==> src/vdp_pkg.sv <==
/*
 * Shared definitions for the VGA display processor.
 * Holds the 640x480 timing constants, the host register map and the
 * packed structs passed between blocks. Import with a wildcard in each module.
 */

package vdp_pkg;

    // 640x480 at 60 Hz
    localparam int H_ACTIVE = 640;
    localparam int H_FRONTPORCH = 16;
    localparam int H_SYNC = 96;
    localparam int H_BACKPORCH = 48;
    localparam int H_TOTAL = H_ACTIVE + H_FRONTPORCH + H_SYNC + H_BACKPORCH;

    localparam int V_ACTIVE = 480;
    localparam int V_FRONTPORCH = 11;
    localparam int V_SYNC = 2;
    localparam int V_BACKPORCH = 31;
    localparam int V_TOTAL = V_ACTIVE + V_FRONTPORCH + V_SYNC + V_BACKPORCH;

    // First counter value inside each sync pulse
    localparam int H_SYNC_START = H_ACTIVE + H_FRONTPORCH;
    localparam int V_SYNC_START = V_ACTIVE + V_FRONTPORCH;

    // Host register numbers, decoded from the low address bits
    localparam logic [4:0] REG_PALETTE_ADDR = 5'd2;
    localparam logic [4:0] REG_PALETTE_DATA = 5'd3;
    localparam logic [4:0] REG_VRAM_ADDR = 5'd4;
    localparam logic [4:0] REG_VRAM_DATA = 5'd5;
    localparam logic [4:0] REG_VRAM_INC = 5'd6;

    // Raster position to registered colour output
    localparam int PIXEL_LATENCY = 4;

    // Current raster position with undelayed active and sync levels
    typedef struct packed {
        logic [11:0] x;
        logic [10:0] y;
        logic active;
        logic hsync;
        logic vsync;
    } raster_t;

    typedef struct packed {
        logic [3:0] r;
        logic [3:0] g;
        logic [3:0] b;
    } rgb_t;

    // One palette entry write, valid while en is high
    typedef struct packed {
        logic en;
        logic [7:0] address;
        rgb_t color;
    } palette_write_t;

    // Staged VRAM write, held until the fetch unit performs it
    typedef struct packed {
        logic pending;
        logic [13:0] address;
        logic [15:0] data;
        logic bank;
    } vram_write_t;

endpackage

==> src/vdp_bitmap_fetch.sv <==
/*
 * VRAM bus driver for the 8 bpp bitmap layer.
 * During active display both banks are read at the raster position and
 * one byte is picked per pixel. In blanking the staged host write is
 * performed on the selected bank and acknowledged with vram_written.
 */

`timescale 1ns/100ps

module vdp_bitmap_fetch
    import vdp_pkg::*;
(
    input  logic clk,
    input  logic reset,
    input  raster_t raster,
    input  vram_write_t vram_write,
    input  logic [15:0] vram_read_data_even,
    input  logic [15:0] vram_read_data_odd,
    output logic [13:0] vram_address_even,
    output logic [13:0] vram_address_odd,
    output logic vram_we_even,
    output logic vram_we_odd,
    output logic [15:0] vram_write_data_even,
    output logic [15:0] vram_write_data_odd,
    output logic vram_written,
    output logic [7:0] pixel_index
);

    logic [13:0] fetch_address;
    logic write_slot;

    // Bit 0 is the bank, bit 1 the byte within the word
    logic [1:0] select_d1;
    logic [1:0] select_d2;

    logic [15:0] read_data_even_r;
    logic [15:0] read_data_odd_r;
    logic [15:0] selected_word;

    // 2x horizontal and 4x vertical pixel doubling
    assign fetch_address = {raster.y[8:2], raster.x[9:3]};

    assign write_slot = !raster.active && vram_write.pending;
    assign vram_written = write_slot;

    always_comb begin
        vram_we_even = 1'b0;
        vram_we_odd = 1'b0;
        if (raster.active) begin
            vram_address_even = fetch_address;
            vram_address_odd = fetch_address;
        end else begin
            vram_address_even = vram_write.address;
            vram_address_odd = vram_write.address;
            vram_we_even = write_slot && !vram_write.bank;
            vram_we_odd = write_slot && vram_write.bank;
        end
    end

    assign vram_write_data_even = vram_write.data;
    assign vram_write_data_odd = vram_write.data;

    // Select bits follow the read through the VRAM and the word register
    always_ff @(posedge clk) begin
        if (reset) begin
            select_d1 <= '0;
            select_d2 <= '0;
        end else begin
            select_d1 <= {raster.x[2], raster.x[1]};
            select_d2 <= select_d1;
        end
    end

    always_ff @(posedge clk) begin
        read_data_even_r <= vram_read_data_even;
        read_data_odd_r <= vram_read_data_odd;
    end

    always_comb begin
        selected_word = select_d2[0] ? read_data_odd_r : read_data_even_r;
        pixel_index = select_d2[1] ? selected_word[15:8] : selected_word[7:0];
    end

endmodule

==> src/vdp_color_out.sv <==
/*
 * Colour output stage for the VGA port.
 * Delays the raster active and sync levels to line up with the palette
 * colour, blanks outside the active area and registers all outputs.
 */

`timescale 1ns/100ps

module vdp_color_out
    import vdp_pkg::*;
(
    input  logic clk,
    input  logic reset,
    input  raster_t raster,
    input  rgb_t color,
    output logic [3:0] r,
    output logic [3:0] g,
    output logic [3:0] b,
    output logic vga_hsync,
    output logic vga_vsync,
    output logic active_display
);

    typedef struct packed {
        logic active;
        logic hsync;
        logic vsync;
    } video_level_t;

    localparam int DELAY_STAGES = PIXEL_LATENCY - 1;
    localparam video_level_t LEVEL_IDLE = '{active: 1'b0, hsync: 1'b1, vsync: 1'b1};

    video_level_t level_delay [DELAY_STAGES];
    video_level_t level_aligned;

    assign level_aligned = level_delay[DELAY_STAGES - 1];

    always_ff @(posedge clk) begin
        if (reset) begin
            for (int i = 0; i < DELAY_STAGES; i++) begin
                level_delay[i] <= LEVEL_IDLE;
            end
        end else begin
            level_delay[0] <= '{active: raster.active, hsync: raster.hsync,
                                vsync: raster.vsync};
            for (int i = 1; i < DELAY_STAGES; i++) begin
                level_delay[i] <= level_delay[i - 1];
            end
        end
    end

    // Final register stage, black outside the active area
    always_ff @(posedge clk) begin
        if (reset) begin
            r <= '0;
            g <= '0;
            b <= '0;
            vga_hsync <= 1'b1;
            vga_vsync <= 1'b1;
            active_display <= 1'b0;
        end else begin
            r <= level_aligned.active ? color.r : 4'd0;
            g <= level_aligned.active ? color.g : 4'd0;
            b <= level_aligned.active ? color.b : 4'd0;
            vga_hsync <= level_aligned.hsync;
            vga_vsync <= level_aligned.vsync;
            active_display <= level_aligned.active;
        end
    end

endmodule

==> src/vdp_host_regs.sv <==
/*
 * Host register port of the display processor.
 * Decodes writes to the palette and VRAM registers, sequences palette
 * entry writes, stages VRAM writes until the fetch unit performs them,
 * and returns the raster position on reads.
 */

`timescale 1ns/100ps

module vdp_host_regs
    import vdp_pkg::*;
(
    input  logic clk,
    input  logic reset,
    input  logic [15:0] host_address,
    input  logic [15:0] host_write_data,
    input  logic host_write_en,
    input  logic host_read_en,
    input  raster_t raster,
    input  logic vram_written,
    output logic [15:0] host_read_data,
    output palette_write_t pal_write,
    output vram_write_t vram_write
);

    logic [4:0] reg_number;
    logic palette_data_write;
    logic vram_data_write;

    logic [7:0] palette_address;
    logic [14:0] vram_address_full;
    logic [7:0] vram_increment;
    logic [15:0] vram_data;
    logic vram_pending;

    assign reg_number = host_address[4:0];
    assign palette_data_write = host_write_en && (reg_number == REG_PALETTE_DATA);
    assign vram_data_write = host_write_en && (reg_number == REG_VRAM_DATA);

    // Palette entry goes out in the same cycle as the data write
    always_comb begin
        pal_write.en = palette_data_write;
        pal_write.address = palette_address;
        pal_write.color = rgb_t'(host_write_data[11:0]);
    end

    always_ff @(posedge clk) begin
        if (reset) begin
            palette_address <= '0;
            vram_address_full <= '0;
            vram_increment <= '0;
            vram_pending <= 1'b0;
        end else begin
            if (palette_data_write) begin
                palette_address <= palette_address + 8'd1;
            end

            // Completed write advances the address by the increment
            if (vram_pending && vram_written) begin
                vram_pending <= 1'b0;
                vram_address_full <= vram_address_full + {7'd0, vram_increment};
            end

            if (host_write_en) begin
                case (reg_number)
                    REG_PALETTE_ADDR: palette_address <= host_write_data[7:0];
                    REG_VRAM_ADDR: vram_address_full <= host_write_data[14:0];
                    REG_VRAM_DATA: vram_pending <= 1'b1;
                    REG_VRAM_INC: vram_increment <= host_write_data[7:0];
                    default: ;
                endcase
            end
        end
    end

    always_ff @(posedge clk) begin
        if (vram_data_write) begin
            vram_data <= host_write_data;
        end
    end

    // Bit 0 of the full address picks the odd bank
    always_comb begin
        vram_write.pending = vram_pending;
        vram_write.address = vram_address_full[14:1];
        vram_write.data = vram_data;
        vram_write.bank = vram_address_full[0];
    end

    // Readback of x or y position, valid the cycle after the request
    always_ff @(posedge clk) begin
        if (host_read_en) begin
            if (host_address[1]) begin
                host_read_data <= {5'd0, raster.y};
            end else begin
                host_read_data <= {4'd0, raster.x};
            end
        end
    end

endmodule

==> src/vdp_palette.sv <==
/*
 * 256-entry palette RAM mapping 8-bit pixels to 12-bit RGB.
 * One write port from the host registers, one registered read port
 * indexed by the bitmap pixel. Read latency is one cycle.
 */

`timescale 1ns/100ps

module vdp_palette
    import vdp_pkg::*;
(
    input  logic clk,
    input  palette_write_t pal_write,
    input  logic [7:0] pixel_index,
    output rgb_t color
);

    rgb_t palette_ram [256];

    always_ff @(posedge clk) begin
        if (pal_write.en) begin
            palette_ram[pal_write.address] <= pal_write.color;
        end
    end

    // Registered read, feeds the colour output stage
    always_ff @(posedge clk) begin
        color <= palette_ram[pixel_index];
    end

endmodule

==> src/vdp_raster_timing.sv <==
/*
 * Raster counters for the 640x480 VGA mode.
 * Produces the current x and y position with active and sync levels,
 * plus single-cycle end of line and end of frame strobes.
 */

`timescale 1ns/100ps

module vdp_raster_timing
    import vdp_pkg::*;
(
    input  logic clk,
    input  logic reset,
    output raster_t raster,
    output logic line_ended,
    output logic frame_ended
);

    logic [11:0] x;
    logic [10:0] y;
    logic x_last;
    logic y_last;

    assign x_last = (x == 12'(H_TOTAL - 1));
    assign y_last = (y == 11'(V_TOTAL - 1));

    // Horizontal counter wraps every line, vertical counter every frame
    always_ff @(posedge clk) begin
        if (reset) begin
            x <= '0;
            y <= '0;
        end else begin
            if (x_last) begin
                x <= '0;
                if (y_last) begin
                    y <= '0;
                end else begin
                    y <= y + 11'd1;
                end
            end else begin
                x <= x + 12'd1;
            end
        end
    end

    assign line_ended = x_last;
    assign frame_ended = x_last && y_last;

    always_comb begin
        raster.x = x;
        raster.y = y;
        raster.active = (x < 12'(H_ACTIVE)) && (y < 11'(V_ACTIVE));

        // Both syncs are active low inside their windows
        raster.hsync = !((x >= 12'(H_SYNC_START)) && (x < 12'(H_SYNC_START + H_SYNC)));
        raster.vsync = !((y >= 11'(V_SYNC_START)) && (y < 11'(V_SYNC_START + V_SYNC)));
    end

endmodule

==> src/vdp_top.sv <==
/*
 * Top level of the bitmap display processor.
 * Connects raster timing, host registers, VRAM fetch, palette and colour
 * output to the host port, the two VRAM banks and the VGA pins.
 */

`timescale 1ns/100ps

module vdp_top
    import vdp_pkg::*;
(
    input  logic clk,
    input  logic reset,

    // Host port
    input  logic [15:0] host_address,
    input  logic [15:0] host_write_data,
    input  logic host_write_en,
    input  logic host_read_en,
    output logic [15:0] host_read_data,

    // VRAM banks
    output logic [13:0] vram_address_even,
    output logic vram_we_even,
    output logic [15:0] vram_write_data_even,
    input  logic [15:0] vram_read_data_even,
    output logic [13:0] vram_address_odd,
    output logic vram_we_odd,
    output logic [15:0] vram_write_data_odd,
    input  logic [15:0] vram_read_data_odd,

    // VGA output
    output logic [3:0] r,
    output logic [3:0] g,
    output logic [3:0] b,
    output logic vga_hsync,
    output logic vga_vsync,
    output logic active_display,

    // Undelayed strobes
    output logic line_ended,
    output logic frame_ended
);

    raster_t raster;
    palette_write_t pal_write;
    vram_write_t vram_write;
    logic vram_written;
    logic [7:0] pixel_index;
    rgb_t color;

    vdp_raster_timing raster_timing (
        .clk(clk),
        .reset(reset),
        .raster(raster),
        .line_ended(line_ended),
        .frame_ended(frame_ended)
    );

    vdp_host_regs host_regs (
        .clk(clk),
        .reset(reset),
        .host_address(host_address),
        .host_write_data(host_write_data),
        .host_write_en(host_write_en),
        .host_read_en(host_read_en),
        .raster(raster),
        .vram_written(vram_written),
        .host_read_data(host_read_data),
        .pal_write(pal_write),
        .vram_write(vram_write)
    );

    vdp_bitmap_fetch bitmap_fetch (
        .clk(clk),
        .reset(reset),
        .raster(raster),
        .vram_write(vram_write),
        .vram_read_data_even(vram_read_data_even),
        .vram_read_data_odd(vram_read_data_odd),
        .vram_address_even(vram_address_even),
        .vram_address_odd(vram_address_odd),
        .vram_we_even(vram_we_even),
        .vram_we_odd(vram_we_odd),
        .vram_write_data_even(vram_write_data_even),
        .vram_write_data_odd(vram_write_data_odd),
        .vram_written(vram_written),
        .pixel_index(pixel_index)
    );

    vdp_palette palette (
        .clk(clk),
        .pal_write(pal_write),
        .pixel_index(pixel_index),
        .color(color)
    );

    vdp_color_out color_out (
        .clk(clk),
        .reset(reset),
        .raster(raster),
        .color(color),
        .r(r),
        .g(g),
        .b(b),
        .vga_hsync(vga_hsync),
        .vga_vsync(vga_vsync),
        .active_display(active_display)
    );

endmodule
==> config.mk <==
export PLATFORM = sky130hd
export DESIGN_NAME = vdp_top
export DESIGN_NICKNAME = d
export VERILOG_FILES = /design/src/vdp_pkg.sv /design/src/vdp_bitmap_fetch.sv /design/src/vdp_color_out.sv /design/src/vdp_host_regs.sv /design/src/vdp_palette.sv /design/src/vdp_raster_timing.sv /design/src/vdp_top.sv
export SDC_FILE = /design/constraint.sdc
export NUM_CORES = 2
export LEC_CHECK = 0
export ABC_AREA = 0
export ABC_CLOCK_PERIOD_IN_PS = 3090
export BUFFER_PORTS_ARGS = -buffer_cell sky130_fd_sc_hd__buf_4
export CAP_MARGIN = 15
export CORE_AREA = 2 2 449 563
export CTS_CLUSTER_SIZE = 40
export DETAILED_ROUTE_END_ITERATION = 8
export DIE_AREA = 0 0 451 565
export PLACE_DENSITY = 0.7
export SYNTH_ARGS = -nofsm -noshare
export SYNTH_HDL_FRONTEND = slang
export SYNTH_SLANG_ARGS = --single-unit
export TNS_END_PERCENT = 50
==> constraint.sdc <==
create_clock -name clk -period 3.09 [get_ports clk]
set_input_delay 0 -clock clk [delete_from_list [all_inputs] [get_ports clk]]
set_output_delay 0 -clock clk [all_outputs]
set_load 0.02 [all_outputs]
==> results.cfg <==
[global_routing]
antenna_found_initial = 24
grt_overflow = 0
grt_max_degree = 110
grt_use_total = 0.2721
grt_pass1_wl_mm = 512.9
first_global_vias = 77160

[synthesis]
ys.flop_type = edfxtp_1
syn_area_um2 = 126600
yosysTopAreaCellShare = 0.7350
synth-seq-cells = 3227
synth_largest_area_cell = edfxtp_1
avgSynthCellArea_um2 = 15.24
synth_edf_count = 3100
async_flop_share = 0
yosysSeqAreaShare = 0.7551
ys_types = 50
synth_warnings = 0
ys_top_cells_by_area = edfxtp_1 (74%), mux4_2 (4.8%), nand2_1 (4.2%)
synthCells = 8311

[drt]
post_drt_via_cell_ratio = 6.140
post_drt_wl_per_cell_um = 28.04
num_vias = 78180
top_layer = met5
drt_first_pass_iters = 8
antenna_left = 0
drcViolationCount = 0
route.met2.wl_mm = 175.1
wl_met1_mm = 129.8
wl_mm = 357.0
drt-initial-drc-count = 10560
wl_met3_mm = 32.99

[setup_path]
slowest_delay_ps = 720
worstPathMaxFanout = 12
critPathBufInv = 4
worst-setup-path-type = reg -> reg
crit_slowest_cell = mux4_4
cp.arrival_ps = 4610
crit_family = simple AND/OR/NAND/NOR gates
crit_start = bitmap_fetch.select_d2[0]
cp.required_ps = 3850
crit_path_start_kind = flip-flop
reg2reg_from = bitmap_fetch.select_d2[0]
endpoint_kind = flip-flop
crit_chain = mux4_4 > buf_6 > buf_12 > clkbuf_16 > and2_0 > a211oi_1 > a31oi_1 > a21oi_2 > nor3_1 > nor4_1 > buf_4 > a21oi_2 > or4_1
critPathMostFrequentCell = a21oi_2

[power_and_ir_drop]
p_clk_frac = 0.404
netSwitchingFraction = 0.2277
p_leak_uw = 0.05105
power.share.sequential = 0.511
internal_power_uw = 72670
fin_total_pwr_uw = 94100
power.density_nw_per_um2 = 623.1
p_switching_uw = 21430
p_comb_frac = 0.085
peakVddDrop_mv = 0.4286

[outcome]
violations = setup timing
outcome = finished with violations

[clock_tree]
clockBufferDepth = 4
cts_tree = done
clk_latency_ps = 900
cts_buffers = 306
clock-sinks = 3227
clk_pin_slew_ps = 70
h-tree-depth = 5
root_buffer = clkbuf_16

[floorplanning]
core_area_um2 = 249100
ios = 163
die_area_um2 = 254800
fp-row-count = 205
die_h_um = 565
die_w_um = 451
start_util = 0.5085

[min_path]
min_from = host_address[4]
hp-class = in -> reg

[finish]
layout-drive-gt1-share = 0.2218
area_growth_pct = 19.23
nets = 9265
most-common-layout-cells = edfxtp_1 (3100), nand2_1 (1400), buf_4 (874)
final_common_cell = edfxtp_1

[timing]
hold_viol = 0
rsz0062_at_grt = yes
fin_skew_ps = 58.95
finalMaxSlewViolations = 0
setup_viol = 12
worstMarginPinSlew_ps = 1128
layout_worst_path_cycle_share = 1.247
relSlewSlack = 0.2477
fmax_mhz = 259.6
worst_slack_ps = -762.3
final.min_clock_period_ps = 3852

[place]
dp_hpwl_mm = 216.3
place.gp.congestion = 0.9145
dp_slack_ps = -1166
io_buffers = 147

[flow_run]
cap_viol_max_count = 0
## through the flow
| step | utilization | setup TNS (ps) | area [um2] | hold WS, ps | cells |
|---|---|---|---|---|---|
| after floorplan | - | -278.0 | 126700 | 27.72 | 8314 |
| after global placement | 0.5530 | -11480 | 137700 | 105.2 | 12060 |
| after detailed placement | 0.5530 | -11870 | 137700 | 105.6 | 12060 |
| after CTS | 0.6011 | -8005 | 149700 | 48.06 | 12710 |
| after global routing | 0.6063 | -9107 | 151000 | 98.84 | 12730 |
| final | 0.6063 | -8469 | 151000 | 102.4 | 12730 |
## what timing repair did
action / 4_1_cts / 5_1_grt
cloned: 4 / 17
setup endpoints to repair: 12 / 13
gates resized for setup: 186 / 206
pin swaps: 27 / 58
hold buffers: 92 / 0
endpoints found under the hold margin: 2395 / 0
buffers inserted: 10 / 12
## per-layer routing
metal,track usage,up-vias
met5,0,-
met4,0.1350,16
met3,0.04855,814
met2,0.4488,4406
met1,0.3495,39570
li1,-,33370
## registers in the layout, indices dropped and copies added, names as in the netlist
register	count
bitmap_fetch.read_data_odd_r	16
color_out.b	4
color_out.r	4
host_regs.palette_address	8
raster_timing.x	12
color_out.active_display	1
color_out.g	4
host_regs.host_read_data	12
host_regs.vram_increment	8
palette.palette_ram	3072
color_out.vga_hsync	1
bitmap_fetch.read_data_even_r	16
palette.color	12
host_regs.vram_pending	1
host_regs.vram_data	16
color_out.vga_vsync	1
bitmap_fetch.select_d1	2
bitmap_fetch.select_d2	2
raster_timing.y	11
host_regs.vram_address_full	15
color_out.level_delay	9
## power groups by stage
| stage | combinational [uW] | sequential [uW] | clock [uW] |
|---|---|---|---|
| 2_1_floorplan | 3420 | 49000 | 0 |
| 3_3_place_gp | 7040 | 49000 | 0 |
| 3_5_place_dp | 7160 | 49000 | 0 |
| 4_1_cts | 7560 | 48100 | 38300 |
| 5_1_grt | 8370 | 48100 | 40000 |
| 6_report | 7990 | 48100 | 38000 |
## cells by family after synthesis
group	synth area share
DFF	0.7551
xor gates and xnor gates	0.002559
muxes	0.06621
and+or+nand+nor	0.1022
other	0.00002961
buffers and inverters	0.02073
AOI/OAI and AO/OA	0.05152
adders and majority gates	0.001640
## path summary, 6_finish.rpt
path                            slack, ps                     endpoint  cells past startpoint
worst max-delay path                 -760            palette.color[11]                     13
worst min-delay path                  100  host_regs.vram_increment[5]                      6
worst max register to register       -760            palette.color[11]                     13
worst min register to register        410          color_out.vga_vsync                      1
## Yosys cell counts (2+ instances only)
cell / instances
a221oi_1: 12
buf_2: 76
a21boi_0: 2
a21oi_1: 253
xnor2_1: 16
dfxtp_1: 127
nor2b_1: 16
nor4_1: 74
and3_1: 18
or2_2: 10
nand2b_1: 7
or3_1: 2
nand4_1: 38
o221ai_1: 36
edfxtp_1: 3100
mux2_2: 26
nor3_1: 23
o22ai_1: 84
o21ai_0: 106
a31oi_1: 168
clkbuf_1: 407
xor2_1: 21
mux2i_1: 201
buf_4: 58
nor2_1: 376
or4_1: 22
buf_1: 58
o2111ai_1: 24
and2_1: 237
nand2_1: 1412
ha_1: 15
and4_1: 4
a211oi_1: 282
and2_0: 42
a311oi_1: 28
o311ai_0: 12
mux4_2: 270
inv_1: 14
nand3_1: 623
## worst register-to-register path, cell delays in order, from the launching register on
cell and delay [ps]:
dfxtp_2 360, mux4_4 720, buf_6 170, buf_12 160
clkbuf_16 250, and2_0 150, a211oi_1 320, a31oi_1 130
a21oi_2 210, nor3_1 100, nor4_1 280, buf_4 190
a21oi_2 130, or4_1 560
## area by class of cell
class                   instances  area [um2]
diodes                          7       17.52
clock buffers                 363        8089
clock inverters               178        1951
fillers                     17530       98050
inverters                      14       52.55
multi-input cells            4473       29850
flip-flops and latches       3227       95630
well taps                    3312        4144
repair buffers               1159       11260
Power figures use the tool's default switching activity.
